===== config.mk =====
export PLATFORM = sky130hd
export DESIGN_NAME = spi_tx_top
export DESIGN_NICKNAME = d
export VERILOG_FILES = /design/src/hdl/spi_tx_pkg.sv /design/src/hdl/spi_req_fifo.sv /design/src/hdl/spi_shift_master.sv /design/src/hdl/spi_tx_top.sv
export SDC_FILE = /design/constraint.sdc
export NUM_CORES = 1
export LEC_CHECK = 0
export BUFFER_PORTS_ARGS = -buffer_cell sky130_fd_sc_hd__buf_2
export CORE_MARGIN = 5
export CORE_UTILIZATION = 30
export CTS_CLUSTER_DIAMETER = 200
export DETAILED_ROUTE_END_ITERATION = 10
export SETUP_SLACK_MARGIN = 0.3
export SLEW_MARGIN = 5
export SYNTH_ARGS = -nofsm -noshare
export SYNTH_HDL_FRONTEND = slang
export SYNTH_SLANG_ARGS = --single-unit

===== constraint.sdc =====
create_clock -name clk -period 2.83 [get_ports clk]
set_clock_uncertainty 0.2 [all_clocks]
set_input_delay 0.566 -clock clk [delete_from_list [all_inputs] [get_ports clk]]
set_output_delay 0.566 -clock clk [all_outputs]
set_load 0.05 [all_outputs]

===== src/hdl/spi_tx_pkg.sv =====
// SPI transmit shared types

package spi_tx_pkg;

    // Bits per serial frame, shifted out MSB first
    localparam int FRAME_W = 8;

    // What the master does with chip select once a frame is out
    typedef enum logic {
        OP_WRITE      = 1'b0,   // Trail delay, then release cs_n
        OP_WRITE_CONT = 1'b1    // Keep cs_n low for the next frame
    } spi_op_e;

    // One queued frame request
    // Bit 8 holds the opcode, bits 7:0 the data byte
    typedef struct packed {
        spi_op_e            op;
        logic [FRAME_W-1:0] data;
    } spi_req_t;

endpackage


===== src/hdl/spi_req_fifo.sv =====
// Frame request queue
`timescale 1ns/1ps

module spi_req_fifo import spi_tx_pkg::*; #(
    parameter int FIFO_DEPTH = 4            // Number of requests held
) (
    input  logic     clk,
    input  logic     rst_n,
    input  logic     in_valid,
    input  spi_req_t in_req,
    output logic     in_ready,
    output logic     out_valid,
    output spi_req_t out_req,
    input  logic     out_ready
);

    localparam int PTR_W = (FIFO_DEPTH > 1) ? $clog2(FIFO_DEPTH) : 1;
    localparam int CNT_W = $clog2(FIFO_DEPTH + 1);
    localparam logic [PTR_W-1:0] PTR_LAST = PTR_W'(FIFO_DEPTH - 1);
    localparam logic [CNT_W-1:0] CNT_FULL = CNT_W'(FIFO_DEPTH);

    spi_req_t         mem [FIFO_DEPTH];     // Entry storage
    logic [PTR_W-1:0] wr_ptr_q;
    logic [PTR_W-1:0] rd_ptr_q;
    logic [CNT_W-1:0] count_q;              // Entries currently held
    logic             push;
    logic             pop;

    // Pointer advance with wrap, depth need not be a power of two
    function automatic logic [PTR_W-1:0] ptr_inc(input logic [PTR_W-1:0] ptr);
        if (ptr == PTR_LAST) begin
            return '0;
        end
        return ptr + 1'b1;
    endfunction

    // Full blocks the input even when a pop happens in the same cycle
    assign in_ready  = (count_q != CNT_FULL);
    assign out_valid = (count_q != '0);
    assign out_req   = mem[rd_ptr_q];

    assign push = in_valid && in_ready;
    assign pop  = out_valid && out_ready;

    // Storage write
    always_ff @(posedge clk) begin
        if (push) begin
            mem[wr_ptr_q] <= in_req;
        end
    end

    always_ff @(posedge clk or negedge rst_n) begin
        if (!rst_n) begin
            wr_ptr_q <= '0;
            rd_ptr_q <= '0;
        end else begin
            if (push) begin
                wr_ptr_q <= ptr_inc(wr_ptr_q);
            end
            if (pop) begin
                rd_ptr_q <= ptr_inc(rd_ptr_q);
            end
        end
    end

    // Occupancy, unchanged when push and pop coincide
    always_ff @(posedge clk or negedge rst_n) begin
        if (!rst_n) begin
            count_q <= '0;
        end else begin
            case ({push, pop})
                2'b10: begin
                    count_q <= count_q + 1'b1;
                end
                2'b01: begin
                    count_q <= count_q - 1'b1;
                end
                default: begin
                    count_q <= count_q;
                end
            endcase
        end
    end

endmodule


===== src/hdl/spi_shift_master.sv =====
// SPI mode 3 transmit engine
`timescale 1ns/1ps

module spi_shift_master import spi_tx_pkg::*; #(
    parameter int CLK_DIV = 4               // System clocks per sclk period, even, >= 2
) (
    input  logic     clk,
    input  logic     rst_n,
    input  logic     frm_valid,
    input  spi_req_t frm,
    output logic     frm_ready,
    output logic     sdo,
    output logic     sclk,
    output logic     cs_n,
    output logic     busy,
    output logic     frame_done
);

    localparam int DIV_W = $clog2(CLK_DIV);
    localparam int BIT_W = $clog2(FRAME_W);
    localparam logic [DIV_W-1:0] HALF_LAST = DIV_W'(CLK_DIV / 2 - 1);
    localparam logic [DIV_W-1:0] DLY_LAST  = DIV_W'(CLK_DIV - 1);
    localparam logic [BIT_W-1:0] BIT_LAST  = BIT_W'(FRAME_W - 1);

    typedef enum logic [2:0] {
        IDLE  = 3'd0,   // cs_n high, waiting for a frame
        LEAD  = 3'd1,   // cs_n low before the first sclk edge
        SHIFT = 3'd2,
        TRAIL = 3'd3,   // cs_n low after the last rising edge
        HOLD  = 3'd4,   // Transaction kept open
        DONE  = 3'd5
    } state_e;

    state_e             state_q;
    state_e             state_d;
    logic [DIV_W-1:0]   half_cnt_q;         // Cycles into the current sclk phase
    logic [DIV_W-1:0]   dly_cnt_q;          // Shared by LEAD and TRAIL
    logic [BIT_W-1:0]   bit_cnt_q;
    logic [FRAME_W-1:0] shift_q;
    spi_op_e            op_q;               // Opcode of the frame in flight
    logic               sclk_q;
    logic               cs_n_q;
    logic               done_q;

    logic accept;
    logic half_end;
    logic bit_end;
    logic last_bit;
    logic dly_end;

    // Ready only where a new byte can start
    assign frm_ready = (state_q == IDLE) || (state_q == HOLD);
    assign accept    = frm_valid && frm_ready;

    assign half_end = (state_q == SHIFT) && (half_cnt_q == HALF_LAST);
    assign bit_end  = half_end && sclk_q;   // End of high phase closes a bit
    assign last_bit = bit_end && (bit_cnt_q == BIT_LAST);
    assign dly_end  = (dly_cnt_q == DLY_LAST);

    // Next state
    always_comb begin
        state_d = state_q;
        case (state_q)
            IDLE: begin
                if (accept) begin
                    state_d = LEAD;
                end
            end
            LEAD: begin
                if (dly_end) begin
                    state_d = SHIFT;
                end
            end
            SHIFT: begin
                if (last_bit) begin
                    state_d = (op_q == OP_WRITE_CONT) ? HOLD : TRAIL;
                end
            end
            TRAIL: begin
                if (dly_end) begin
                    state_d = DONE;
                end
            end
            HOLD: begin
                if (accept) begin
                    state_d = SHIFT;    // No lead delay inside a transaction
                end
            end
            DONE: begin
                state_d = IDLE;
            end
            default: begin
                state_d = IDLE;
            end
        endcase
    end

    // State and registered pin controls
    always_ff @(posedge clk or negedge rst_n) begin
        if (!rst_n) begin
            state_q <= IDLE;
            cs_n_q  <= 1'b1;
            done_q  <= 1'b0;
        end else begin
            state_q <= state_d;
            cs_n_q  <= (state_d == IDLE) || (state_d == DONE);
            // High for the DONE cycle or the first HOLD cycle
            done_q  <= (state_d == DONE) || ((state_q == SHIFT) && (state_d == HOLD));
        end
    end

    // LEAD and TRAIL both last CLK_DIV cycles
    always_ff @(posedge clk or negedge rst_n) begin
        if (!rst_n) begin
            dly_cnt_q <= '0;
        end else if ((state_q == LEAD || state_q == TRAIL) && !dly_end) begin
            dly_cnt_q <= dly_cnt_q + 1'b1;
        end else begin
            dly_cnt_q <= '0;
        end
    end

    // sclk divider, phase toggles every CLK_DIV/2 cycles
    always_ff @(posedge clk or negedge rst_n) begin
        if (!rst_n) begin
            sclk_q     <= 1'b1;
            half_cnt_q <= '0;
        end else if ((state_d == SHIFT) && (state_q != SHIFT)) begin
            sclk_q     <= 1'b0;     // First falling edge of the byte
            half_cnt_q <= '0;
        end else if (half_end) begin
            half_cnt_q <= '0;
            if (!last_bit) begin
                sclk_q <= ~sclk_q;
            end
        end else if (state_q == SHIFT) begin
            half_cnt_q <= half_cnt_q + 1'b1;
        end
    end

    // Bits sent so far in this byte
    always_ff @(posedge clk or negedge rst_n) begin
        if (!rst_n) begin
            bit_cnt_q <= '0;
        end else if (state_q != SHIFT) begin
            bit_cnt_q <= '0;
        end else if (bit_end) begin
            bit_cnt_q <= bit_cnt_q + 1'b1;
        end
    end

    // Byte load on accept; later bits move up on falling sclk
    always_ff @(posedge clk or negedge rst_n) begin
        if (!rst_n) begin
            shift_q <= '0;
            op_q    <= OP_WRITE;
        end else if (accept) begin
            shift_q <= frm.data;
            op_q    <= frm.op;
        end else if (bit_end && !last_bit) begin
            shift_q <= {shift_q[FRAME_W-2:0], 1'b0};
        end
    end

    assign sdo        = shift_q[FRAME_W-1];   // MSB first
    assign sclk       = sclk_q;
    assign cs_n       = cs_n_q;
    assign busy       = ~cs_n_q;
    assign frame_done = done_q;

endmodule


===== src/hdl/spi_tx_top.sv =====
// Write-only SPI master top
`timescale 1ns/1ps

module spi_tx_top import spi_tx_pkg::*; #(
    parameter int CLK_DIV    = 4,           // sclk period in system clocks
    parameter int FIFO_DEPTH = 4            // Request queue entries
) (
    input  logic     clk,
    input  logic     rst_n,
    input  logic     req_valid,
    input  spi_req_t req,
    output logic     req_ready,
    output logic     sdo,
    output logic     sclk,
    output logic     cs_n,
    output logic     busy,
    output logic     frame_done
);

    // Queue to shift engine
    logic     frm_valid;
    logic     frm_ready;
    spi_req_t frm;

    // Absorbs host bursts while the serial link drains
    spi_req_fifo #(
        .FIFO_DEPTH (FIFO_DEPTH)
    ) u_fifo (
        .clk       (clk),
        .rst_n     (rst_n),
        .in_valid  (req_valid),
        .in_req    (req),
        .in_ready  (req_ready),
        .out_valid (frm_valid),
        .out_req   (frm),
        .out_ready (frm_ready)
    );

    spi_shift_master #(
        .CLK_DIV (CLK_DIV)
    ) u_master (
        .clk        (clk),
        .rst_n      (rst_n),
        .frm_valid  (frm_valid),
        .frm        (frm),
        .frm_ready  (frm_ready),
        .sdo        (sdo),
        .sclk       (sclk),
        .cs_n       (cs_n),
        .busy       (busy),
        .frame_done (frame_done)
    );

endmodule


# Word-level counts from Yosys, hierarchy flattened
# Memory sizes are Yosys's and may differ from the RTL's.
# Index checks and enable logic that the tools add are counted.
# totals
input_bits	12
memories	1
ff_bits	29
ramBits	36
output_inout_bits	6
wordCells	92
# mem_list
name	words	width	rd	rd_clocked_by_memory_dff	write_ports	line_no	text
u_fifo.mem	4	9	1	0	1	spi_req_fifo.sv:22	spi_req_t mem [FIFO_DEPTH];
# op_classes
add_sub_neg	7
eq_ne	17
mux	29
bitwise_logic	2
n_reduce_logical	24
# op_table
cell	n
$mux W3	8
$mux W2	8
$mux W8	2
$pmux W3 S5	1
$eq A3 B3 Y1 const B	4
$eq A3 B2 Y1 const B	3
$logic_and A1 B1 Y1	9
$mux W1	9
$add A2 B1 Y2 const B	4
$eq A2 B2 Y1 const B	4
$reduce_bool A2 Y1	4
$add A3 B1 Y3 const B	2
$logic_not A3 Y1	2
$pmux W3 S2	1
$reduce_bool A3 Y1	2
$eq A2 B1 Y1 const B	2
$logic_or A1 B1 Y1	4
$eq A3 B1 Y1 const B	1
$ne A3 B2 Y1 const B	1
$ne A3 B3 Y1 const B	1
$sub A3 B1 Y3 const B	1
$logic_not A1 Y1	2
$ne A2 B2 Y1 const B	1
$not A1 Y1	2
$reduce_and A2 Y1	1

# Logic depth before layout (Yosys ltp)
# Gate-level depths: netlist of the first run.
# logic_depth
word_depth	10
ltp_mapped	11

# By module
# From an unflattened synthesis of the first run, not the netlist that was laid out.
# unflattened
hier_cells	197
hier_area_um2	2834.0
# by_module_without_submodules
module	seq_area_each_um2	instances	area_per_inst_um2	cells_each
spi_req_fifo	1256.2	1	1750.4	87
spi_shift_master	553.0	1	1083.5	110

# Worst setup path before layout of the first run
# Ideal clock, no wire load.
# synth_path
path_kind	register to register
from	register u_fifo.count_q[0]
to	register u_fifo.count_q[2]
path_stages_with_launch	11
period_less_slack_ns	2.686
t_required_ns	2.551
arrival_time_ns	2.407
setup_slack_ns	0.144
path_buffers	0
setup_ns	0.079
cell_sequence	dfrtp_1 -> inv_1 -> nand3_1 -> and2_1 -> inv_1 -> ha_1 -> inv_1 -> fa_1 -> xor2_1 -> nor2_1 -> xor2_1
# synth_via
elab_chain_len	4
word_cells_on_any_way	10
# synth_rtl
element	line_no	text
start, declared	spi_req_fifo.sv:25	logic [CNT_W-1:0] count_q;
start signal, assigned	spi_req_fifo.sv:73	count_q <= count_q + 1'b1;
start signal, assigned	spi_req_fifo.sv:76	count_q <= count_q - 1'b1;
start signal, assigned	spi_req_fifo.sv:79	count_q <= count_q;
$ne A3 B3 Y1 (*)	spi_req_fifo.sv:38	assign in_ready = (count_q != CNT_FULL);
net req_ready	spi_tx_top.sv:12	output logic req_ready,
$logic_and A1 B1 Y1 (*)	spi_req_fifo.sv:42	assign push = in_valid && in_ready;
$eq A2 B1 Y1 or $eq A2 B2 Y1 (tied branches)	spi_req_fifo.sv:71	case ({push, pop})
$pmux W3 S2 or $reduce_bool A2 Y1 (tied branches)	n/a	
# The timed path passes the listed nets; every way through them passes the cells marked *.
# A chain may end at the register's enable or synchronous reset.

# Final worst setup path of the first run
# layout_path
from	register u_fifo.count_q[0]
to	register u_fifo.count_q[2]
# layout_via
elab_chain_len	4
word_cells_on_any_way	10
# layout_rtl
element	line_no
$ne A3 B3 Y1 or $reduce_bool A3 Y1 (tied branches)	spi_req_fifo.sv:38, spi_req_fifo.sv:39
$logic_and A1 B1 Y1 (on tied branches)	spi_req_fifo.sv:42, spi_req_fifo.sv:43
$eq A2 B1 Y1 or $eq A2 B2 Y1 (tied branches)	spi_req_fifo.sv:71
$pmux W3 S2 or $reduce_bool A2 Y1 (tied branches)	n/a
# Parallel ways exist; a longest one is shown, timed or not.

==> metrics, run 1 <==
Die Span Y about 110 µm; via count of the routed design 1567; fillers 900; Cells after Synth about 200; minimum clock period 2400 ps; first-pass GRT wire length 7950 µm; Total GRT Usage 9.16%; synthesis-to-finish area growth 14.5%; Simple-Gate Fraction of Synth Area a little under a tenth; GP Congestion just under 0.8; fmax around 420 MHz; reg2reg end u_fifo.count_q[2]; FFs w/ async S/R, synth around 45%; Root Driver clkbuf_8; worst-margin pin slew around 1100 ps; Slew Viols, Final 0; most used cell, CP xor2_1; Crit path largest cell delay approximately 420 ps; Final Hold Vio Count 0; Ys Warns 0; static leakage 1.27 nW; worst hold slack a little under 50 ps; R2R depth 9; largest cells by area after synthesis edfxtp_1 38%, dfrtp_1 24%, mux4_2 7.2%; vias in the first global route 1618; Largest delay share family, worst path simple AND/OR/NAND/NOR gates; crit end category flop; RSZ-0062 raised after global routing no; CTS clk-pin slew, worst paths 80 ps; most frequent cells in the layout 36 x edfxtp_1, 27 x dfrtp_1, 21 x nand2_1; min-delay worst type input port to async pin; reg2reg start u_fifo.count_q[0]; routed len/inst 14.2 µm; Post-synth EDFFs 36; Detailed Routing Iterations Pass 1 4; # setup viols final 0; Syn Area/Cell between 10 and 15 µm²; NumNets Final about 240; WL final around 4700 µm; VDD IR-drop max between 500 and 600 µV; main combinational cell family by area after synthesis multiplexers; Critical Path AT roughly 2400 ps; Cell Rows 35; DP HPWL 3170 µm; post-synth top area cell edfxtp_1; Max-slew headroom approximately 29%; Required @ worst endpoint between 2000 and 3000 ps; top cell type's share of synthesized area just under 40%; synthesis-stage register bit count between 60 and 70; commonest non-fill, non-tap cell in the layout edfxtp_1; CTS Buf Count 9; power density over cell area 1050 nW/µm²; Sink Count 65; Buffers on Ports 17; share of layout cells above drive strength 1 about 24%; via/cell ratio ~4.7; Die Area between 10000 and 15000 µm²; Main synth FF type edfxtp_1; CP max stage cell dfrtp_1; diode count 0; DR DRC count 0; # Post-CTS Setup Buffers 0; CTS H-tree depth 3; register area 1810 µm²; cells along the critical path or3_4 -> nand2_4 -> clkinv_2 -> ha_1 -> inv_1 -> fa_1 -> xor2_1 -> nor2_1 -> xor2_1; Initial Utilization 30.6%; syn_nets approximately 220; CP Launch Type flop; WS Path Type flop to flop; Final ANT Viol Nets 0; register area share after synthesis 64.3%; Crit Path Max Fanout 12; footprint of the multi-input gates ~940 µm²; DR iter-0 viols slightly above 80; Synth Area in Adders under 10%; Overflow after GRT 0; core area about 9000 µm²; maxcap violations 0; post-route setup TNS 0 ps; largest net degree at the start of global routing 30; Clock Latency Late Sink approximately 340 ps; setup slack, reg-to-reg around 430 ps; buffer and inverter count on the worst path 2; width of the die between 100 and 150 µm; Synth Area in XOR/XNOR between 1.5 and 2%; status completed; Synth Area in Compound Gates under 10%; Post-Syn Area 2810 µm²; IO Count 18; CTS tree built; fin crit share a little over four fifths; Synth cell types between 40 and 50; initial antenna violation count 0; post-synthesis mux area share around 11%; CTS Buffer Depth 2
[worst register-to-register path, delay by kind of cell (launching register included)]
| kind | cells | cell delay, ps |
|---|---|---|
| simple gates | 3 | 580 |
| fa+ha+maj | 2 | 490 |
| buf+inv | 2 | 300 |
| xor+xnor | 2 | 290 |
| flops | 1 | 420 |
[how the worst max path moves through the flow]
stage / start / to / slack, ps / cells after the start
after global routing: u_fifo.count_q[0] / u_fifo.count_q[2] / 310 / 9
final: u_fifo.count_q[0] / u_fifo.count_q[2] / 430 / 9
after global placement: u_master.state_q[0] / u_fifo.count_q[2] / 370 / 9
after floorplan: u_fifo.count_q[0] / u_fifo.count_q[2] / 380 / 10
after detailed placement: u_master.state_q[0] / u_fifo.count_q[2] / 290 / 9
after CTS: u_master.state_q[0] / u_fifo.count_q[2] / 350 / 9
[cells in the mapped netlist (all sizes together) (2+ instances only)]
cell / number
mux4: 9
buf: 4
dfrtp: 27
mux2i: 8
nor3b: 2
xor2: 2
inv: 11
edfxtp: 36
o21ai: 9
nor3: 3
and3: 4
a2bb2oi: 2
ha: 9
dfstp: 2
xnor2: 3
nor2: 8
clkbuf: 3
mux2: 2
nand3: 3
nor2b: 4
a21oi: 5
nand2b: 3
nand2: 22
[sequential cells by signal, summed over array words and instances (netlist names)]
register,flops
u_fifo.wr_ptr_q,2
u_master.half_cnt_q,2
u_master.shift_q,8
u_master.op_q,1
u_master.bit_cnt_q,3
u_master.sclk,1
u_fifo.rd_ptr_q,2
u_fifo.mem,36
u_master.dly_cnt_q,2
u_fifo.count_q,3
u_master.cs_n,1
u_master.frame_done,1
u_master.state_q,3
[cell families (layout without fill, tap and decap cells)]
logic type                 count (synthesis)  after routing
buffers and inverters                     18             44
xor gates and xnor gates                   5              5
DFF                                       65             65
AOI/OAI and AO/OA                         27             27
adders and majority gates                 10             10
and+or+nand+nor                           52             52
muxes                                     19             19
[metal layers]
layer,GRT usage (%),vias to the layer above,part of all wire [%]
met4,4.20,0,1.2
met5,0,-,0
met1,11.9,768,48
li1,-,757,-
met2,13.8,37,45
met3,3.19,5,5.5
[area by class of cell]
class,count,area share [%]
clock buffers,9,3.84
clock inverters,7,2.60
inverters,11,1.32
multi-input cells,113,29.2
flip-flops and latches,65,56.1
well taps,111,4.31
repair buffers,17,2.64
[where the power goes]
group | internal [W] | total, W | switching [W] | leakage [nW]
sequential | 0.00128 | 0.00150 | 0.000221 | 0.694
combinational | 0.000478 | 0.00107 | 0.000596 | 0.469
clock | 0.000423 | 0.000821 | 0.000398 | 0.103
[per-stage QoR]
stage          instance area (µm²)  total power (W)  utilization (%)  std cells  worst slack (ps)
3_3_place_gp                  3010          0.00260             32.7        317               374
3_5_place_dp                  3010          0.00261             32.7        317               295
6_report                      3220          0.00340             35.0        333               430
2_1_floorplan                 2820          0.00237                -        196               378
4_1_cts                       3220          0.00345             35.0        333               352
5_1_grt                       3220          0.00364             35.0        333               313
[timing repair]
item | 4_1_cts | 5_1_grt
gates resized for setup | 1 | 1
setup endpoints to repair | 1 | 1
hold buffers | 0 | 0
Note: power is estimated with default switching activity, not from simulation.
==> inputs of run 2 (changes only) <==
Clock period 2.83 ns to 2.4 ns, I/O delays scaled along.
==> metrics, run 2 (synthesis results as in run 1) <==
status completed (unchanged); CP Launch Type flop (unchanged); CTS clk-pin slew, worst paths 80 ps (about the same); most used cell, CP xor2_1 (unchanged); GRT met1 Usage 11.7% (was 11.9%); Setup WS pre-CTS 128 ps (was 295 ps); via count of the routed design 1637 (was 1567); Buffers on Ports 17 (unchanged); WHS Endpoint u_fifo.mem[0][0]; Root Driver clkbuf_8 (unchanged); routed len/inst 14.7 µm (was 14.2 µm); most frequent cells in the layout 36 x edfxtp_1, 24 x dfrtp_1, 21 x nand2_1 (was 36 x edfxtp_1, 27 x dfrtp_1, 21 x nand2_1); setup slack, reg-to-reg 310 ps (was 430 ps); Final Hold Vio Count 0 (unchanged); Final Non-Filler Cells 348 (was 333); via/cell ratio 4.70 (was 4.71); maxcap violations 0 (unchanged); commonest non-fill, non-tap cell in the layout edfxtp_1 (unchanged); Biggest register u_fifo.mem (unchanged); DP Cell Count 318 (was 317); # setup viols final 0 (unchanged); Final ANT Viol Nets 0 (unchanged); CP max stage cell or3_4 (was dfrtp_1); CTS tree built (unchanged); buffer and inverter count on the worst path 2 (unchanged); Overflow after GRT 0 (unchanged); met3 GRT Util 3.13% (was 3.19%); flip-flop count of the largest register after layout 36 (unchanged); share of layout cells above drive strength 1 33.3% (was 24.3%); NumNets Final 254 (was 239); CTS Buf Count 9 (unchanged); Min-Delay Path Depth 1; post-route setup TNS 0 ps (unchanged); largest net degree at the start of global routing 30 (unchanged); gr busiest metal met2 (unchanged); WL final 5100 µm (was 4720 µm); DR DRC count 0 (unchanged); Die Area 11400 µm² (unchanged); cells along the critical path or3_4 -> nand2_8 -> clkinv_8 -> ha_4 -> inv_2 -> fa_2 -> xor2_1 -> nor2_1 -> xor2_1 (was or3_4 -> nand2_4 -> clkinv_2 -> ha_1 -> inv_1 -> fa_1 -> xor2_1 -> nor2_1 -> xor2_1); reg2reg start u_fifo.count_q[2] (was u_fifo.count_q[0]); min-delay worst type input port to flop (was input port to async pin); Slew Viols, Final 0 (unchanged); CTS Buffer Depth 2 (unchanged); GP Congestion 0.781 (was 0.774); Detailed Routing Iterations Pass 1 4 (unchanged); DR iter-0 viols 51 (was 83); hold_sp req[0]; Clock Latency Late Sink 340 ps (about the same); WS Path Type flop to flop (unchanged); worst-margin pin slew 671 ps (was 1060 ps); Initial Utilization 30.6% (unchanged); Total GRT Usage 9.48% (was 9.16%); first-pass GRT wire length 8330 µm (was 7950 µm); fmax 478 MHz (was 417 MHz); VDD IR-drop max 566 µV (was 543 µV); Critical Path AT 2110 ps (was 2420 ps); width of the die 107 µm (unchanged); crit end category flop (unchanged); Crit path largest cell delay 430 ps (was 420 ps); Top Registers u_fifo.mem: 36 flops, u_master.shift_q: 8 flops (unchanged); met2 Usage GRT 15.4% (was 13.8%); reg2reg end u_fifo.count_q[2] (unchanged); CTS H-tree depth 3 (unchanged); Die Span Y 107 µm (unchanged); minimum clock period 2090 ps (was 2400 ps); Sink Count 65 (unchanged); Max-slew headroom 55.3% (was 29.4%); Cell Rows 35 (unchanged); vias in the first global route 1688 (was 1618); initial antenna violation count 0 (unchanged); Largest delay share family, worst path simple AND/OR/NAND/NOR gates (unchanged); core area 9200 µm² (unchanged); synthesis-to-finish area growth 20.4% (was 14.5%); DP HPWL 3300 µm (was 3170 µm); static leakage 1.33 nW (was 1.27 nW); IO Count 18 (unchanged); RSZ-0062 raised after global routing yes (was no); Crit Path Max Fanout 4 (was 12); final worst setup slack 309 ps (was 430 ps); R2R depth 9 (unchanged); Required @ worst endpoint 2420 ps (was 2850 ps); power density over cell area 1240 nW/µm² (was 1050 nW/µm²); fin crit share 87.1% (was 84.8%); diode count 0 (unchanged)
run 2: cell count changes in the layout (fill, tap and decap cells not counted), sizes merged:
cell         previous run  this run
bufinv                  1         0
clkinvlp                1         2
dlygate4sd3             0         1
buf                    17        31
run 2: area by class of cell:
class                           instances  area (µm²)
Fill cell                             892        5810
Clock inverter                          7        61.3
Inverter                               11        53.8
Multi-Input combinational cell        113         997
Tap cell                              111         139
Timing Repair Buffer                   32         200
Sequential cell                        65        1810
Clock buffer                            9         124
run 2: stage by stage:
stage	util, %	hold WS (ps)	total power (W)	cell area (µm²)
floorplan	-	-15.6	0.00287	2870
global placement	33.2	226	0.00314	3050
detailed placement	33.2	236	0.00318	3050
CTS	36.1	129	0.00416	3320
global route	36.8	139	0.00451	3390
finish	36.8	150	0.00421	3390
run 2: repair_timing:
action	4_1_cts	5_1_grt
resized for setup	5	4
endpoints found under the setup margin	10	9
gates cloned	0	0
hold buffers	1	0
setup buffers	6	7
endpoints found under the hold margin	27	0
pin swaps	3	5
run 2: routing by layer:
layer | vias up | wire, µm
li1 | 791 | -
met3 | 3 | 209
met2 | 32 | 2550
met5 | - | 0
met1 | 811 | 2310
met4 | 0 | 43
run 2: how the worst max path moves through the flow:
stage                                      from  cells past startpoint  slack, ps                  end
after global routing          u_fifo.count_q[2]                      9        240    u_fifo.count_q[2]
after floorplan               u_fifo.count_q[0]                     10        280    u_fifo.count_q[2]
final                         u_fifo.count_q[2]                      9        310    u_fifo.count_q[2]
after CTS                     u_fifo.count_q[1]                     10        320    u_fifo.count_q[2]
after global placement      u_master.state_q[1]                      9        180    u_fifo.count_q[2]
after detailed placement  u_master.bit_cnt_q[0]                      5        130  u_master.shift_q[1]
run 2: power by group:
part / switching, W / internal (W)
Combinational: 0.000880 / 0.000749
Clock: 0.000472 / 0.000394
Sequential: 0.000195 / 0.00152
Total: 0.00155 / 0.00266
==> inputs of run 3 (changes only) <==
Settings changed: CTS_BUF_LIST set to sky130_fd_sc_hd__clkbuf_4.
==> metrics, run 3 (synthesis results as in run 1) <==
status completed (unchanged); worst hold slack 75.0 ps (was 150 ps); maxcap violations 0 (unchanged); routed len/inst 14.5 µm (was 14.7 µm); RSZ-0062 raised after global routing yes (unchanged); share of layout cells above drive strength 1 33.3% (unchanged); DR iter-0 viols 35 (was 51); Sink Count 65 (unchanged); Final ANT Viol Nets 0 (unchanged); Initial Utilization 30.6% (unchanged); CTS Buf Count 9 (unchanged); WS Path Type flop to flop (unchanged); post-route setup TNS 0 ps (unchanged); core area 9200 µm² (unchanged); most frequent cells in the layout 36 x edfxtp_1, 24 x dfrtp_1, 21 x nand2_1 (unchanged); diode count 0 (unchanged); fin crit share 88.0% (was 87.1%); fmax 474 MHz (was 478 MHz); IO Count 18 (unchanged); Detailed Routing Iterations Pass 1 4 (unchanged); initial antenna violation count 0 (unchanged); Die Area 11400 µm² (unchanged); DP HPWL 3300 µm (unchanged); first-pass GRT wire length 8390 µm (was 8330 µm); Total GRT Usage 9.60% (was 9.48%); static leakage 1.30 nW (was 1.33 nW); CTS clk-pin slew, worst paths 130 ps (was 80 ps); VDD IR-drop max 506 µV (was 566 µV); via count of the routed design 1641 (was 1637); Die Span Y 107 µm (unchanged); GP Congestion 0.781 (unchanged); crit end category flop (unchanged); Critical Path AT 2210 ps (was 2110 ps); Final Hold Vio Count 0 (unchanged); minimum clock period 2110 ps (was 2090 ps); synthesis-to-finish area growth 18.4% (was 20.4%); vias in the first global route 1683 (was 1688); CTS H-tree depth 3 (unchanged); Clock Latency Late Sink 410 ps (was 340 ps); CTS Buffer Depth 2 (unchanged); worst-margin pin slew 674 ps (was 671 ps); CTS tree built (unchanged); WL final 5050 µm (was 5100 µm); CP Launch Type flop (unchanged); Overflow after GRT 0 (unchanged); width of the die 107 µm (unchanged); NumNets Final 254 (unchanged); Top Registers u_fifo.mem: 36 flops, u_master.shift_q: 8 flops (unchanged); Cell Rows 35 (unchanged); Buffers on Ports 17 (unchanged); largest net degree at the start of global routing 30 (unchanged); Root Driver clkbuf_4 (was clkbuf_8); Final Non-Filler Cells 348 (unchanged); Max-slew headroom 55.1% (was 55.3%); Slew Viols, Final 0 (unchanged); Required @ worst endpoint 2500 ps (was 2420 ps); via/cell ratio 4.72 (was 4.70); DP Cell Count 318 (unchanged); DR DRC count 0 (unchanged); flip-flop count of the largest register after layout 36 (unchanged); # setup viols final 0 (unchanged); min-delay worst type input port to flop (unchanged); power density over cell area 1210 nW/µm² (was 1240 nW/µm²); Biggest register u_fifo.mem (unchanged); Crit Path Max Fanout 4 (unchanged); commonest non-fill, non-tap cell in the layout edfxtp_1 (unchanged)
==> run 3: cell counts in the layout (fill, tap and decap cells not counted) <==
Identical to the previous run, type by type.
==> run 3: metrics by stage <==
stage	setup WS [ps]	total power (W)	instance area [µm²]	util, %
global route	211	0.00433	3330	36.2
finish	288	0.00402	3330	36.2
floorplan	278	0.00287	2870	-
CTS	300	0.00396	3260	35.4
detailed placement	128	0.00318	3050	33.2
global placement	175	0.00314	3050	33.2
==> run 3: what timing repair did <==
item	CTS	global route
setup buffers	6	7
endpoints found under the hold margin	27	0
setup endpoints to repair	10	9
resized for setup	5	4
pin swaps	3	5
hold buffers	1	0
==> run 3: area by class of cell <==
cell class              instances  area, µm²
fillers                       894       5860
repair buffers                 32        200
inverters                      11       53.8
multi-input cells             113        997
clock inverters                 7       61.3
flip-flops and latches         65       1810
well taps                     111        139
clock buffers                   9       67.6
==> run 3: final timing paths <==
path,start,cells after the start,slack (ps),end
max in group asynchronous,rst_n,2,1090,u_fifo.count_q[2]
setup reg to reg,u_fifo.count_q[2],9,290,u_fifo.count_q[2]
hold reg to reg,u_master.dly_cnt_q[0],1,250,u_master.dly_cnt_q[0]
min in group asynchronous,rst_n,2,440,u_master.frame_done
hold / removal,req[3],1,70,u_fifo.mem[0][3]
setup / recovery,u_fifo.count_q[2],9,290,u_fifo.count_q[2]
==> run 3: routing by layer <==
| layer | global-route usage (%) | vias to the layer above | wire length, µm |
|---|---|---|---|
| met5 | 0 | - | 0 |
| met4 | 3.65 | 0 | 48 |
| met3 | 3.73 | 8 | 222 |
| met2 | 15.5 | 29 | 2480 |
| met1 | 11.6 | 808 | 2290 |
| li1 | - | 796 | - |
==> run 3: power breakdown <==
group / internal, W / switching, W / leakage (nW)
logic: 0.000748 / 0.000873 / 0.546
registers: 0.00152 / 0.000198 / 0.691
clock network: 0.000232 / 0.000449 / 0.0655
==> run 3: critical path, stage by stage, from the launching register on <==
cell      delay (ps)
dfrtp_2          450
or3_4            430
nand2_8          110
clkinv_8          60
ha_4             150
inv_2             50
fa_2             180
xor2_1           160
nor2_1            70
xor2_1           140
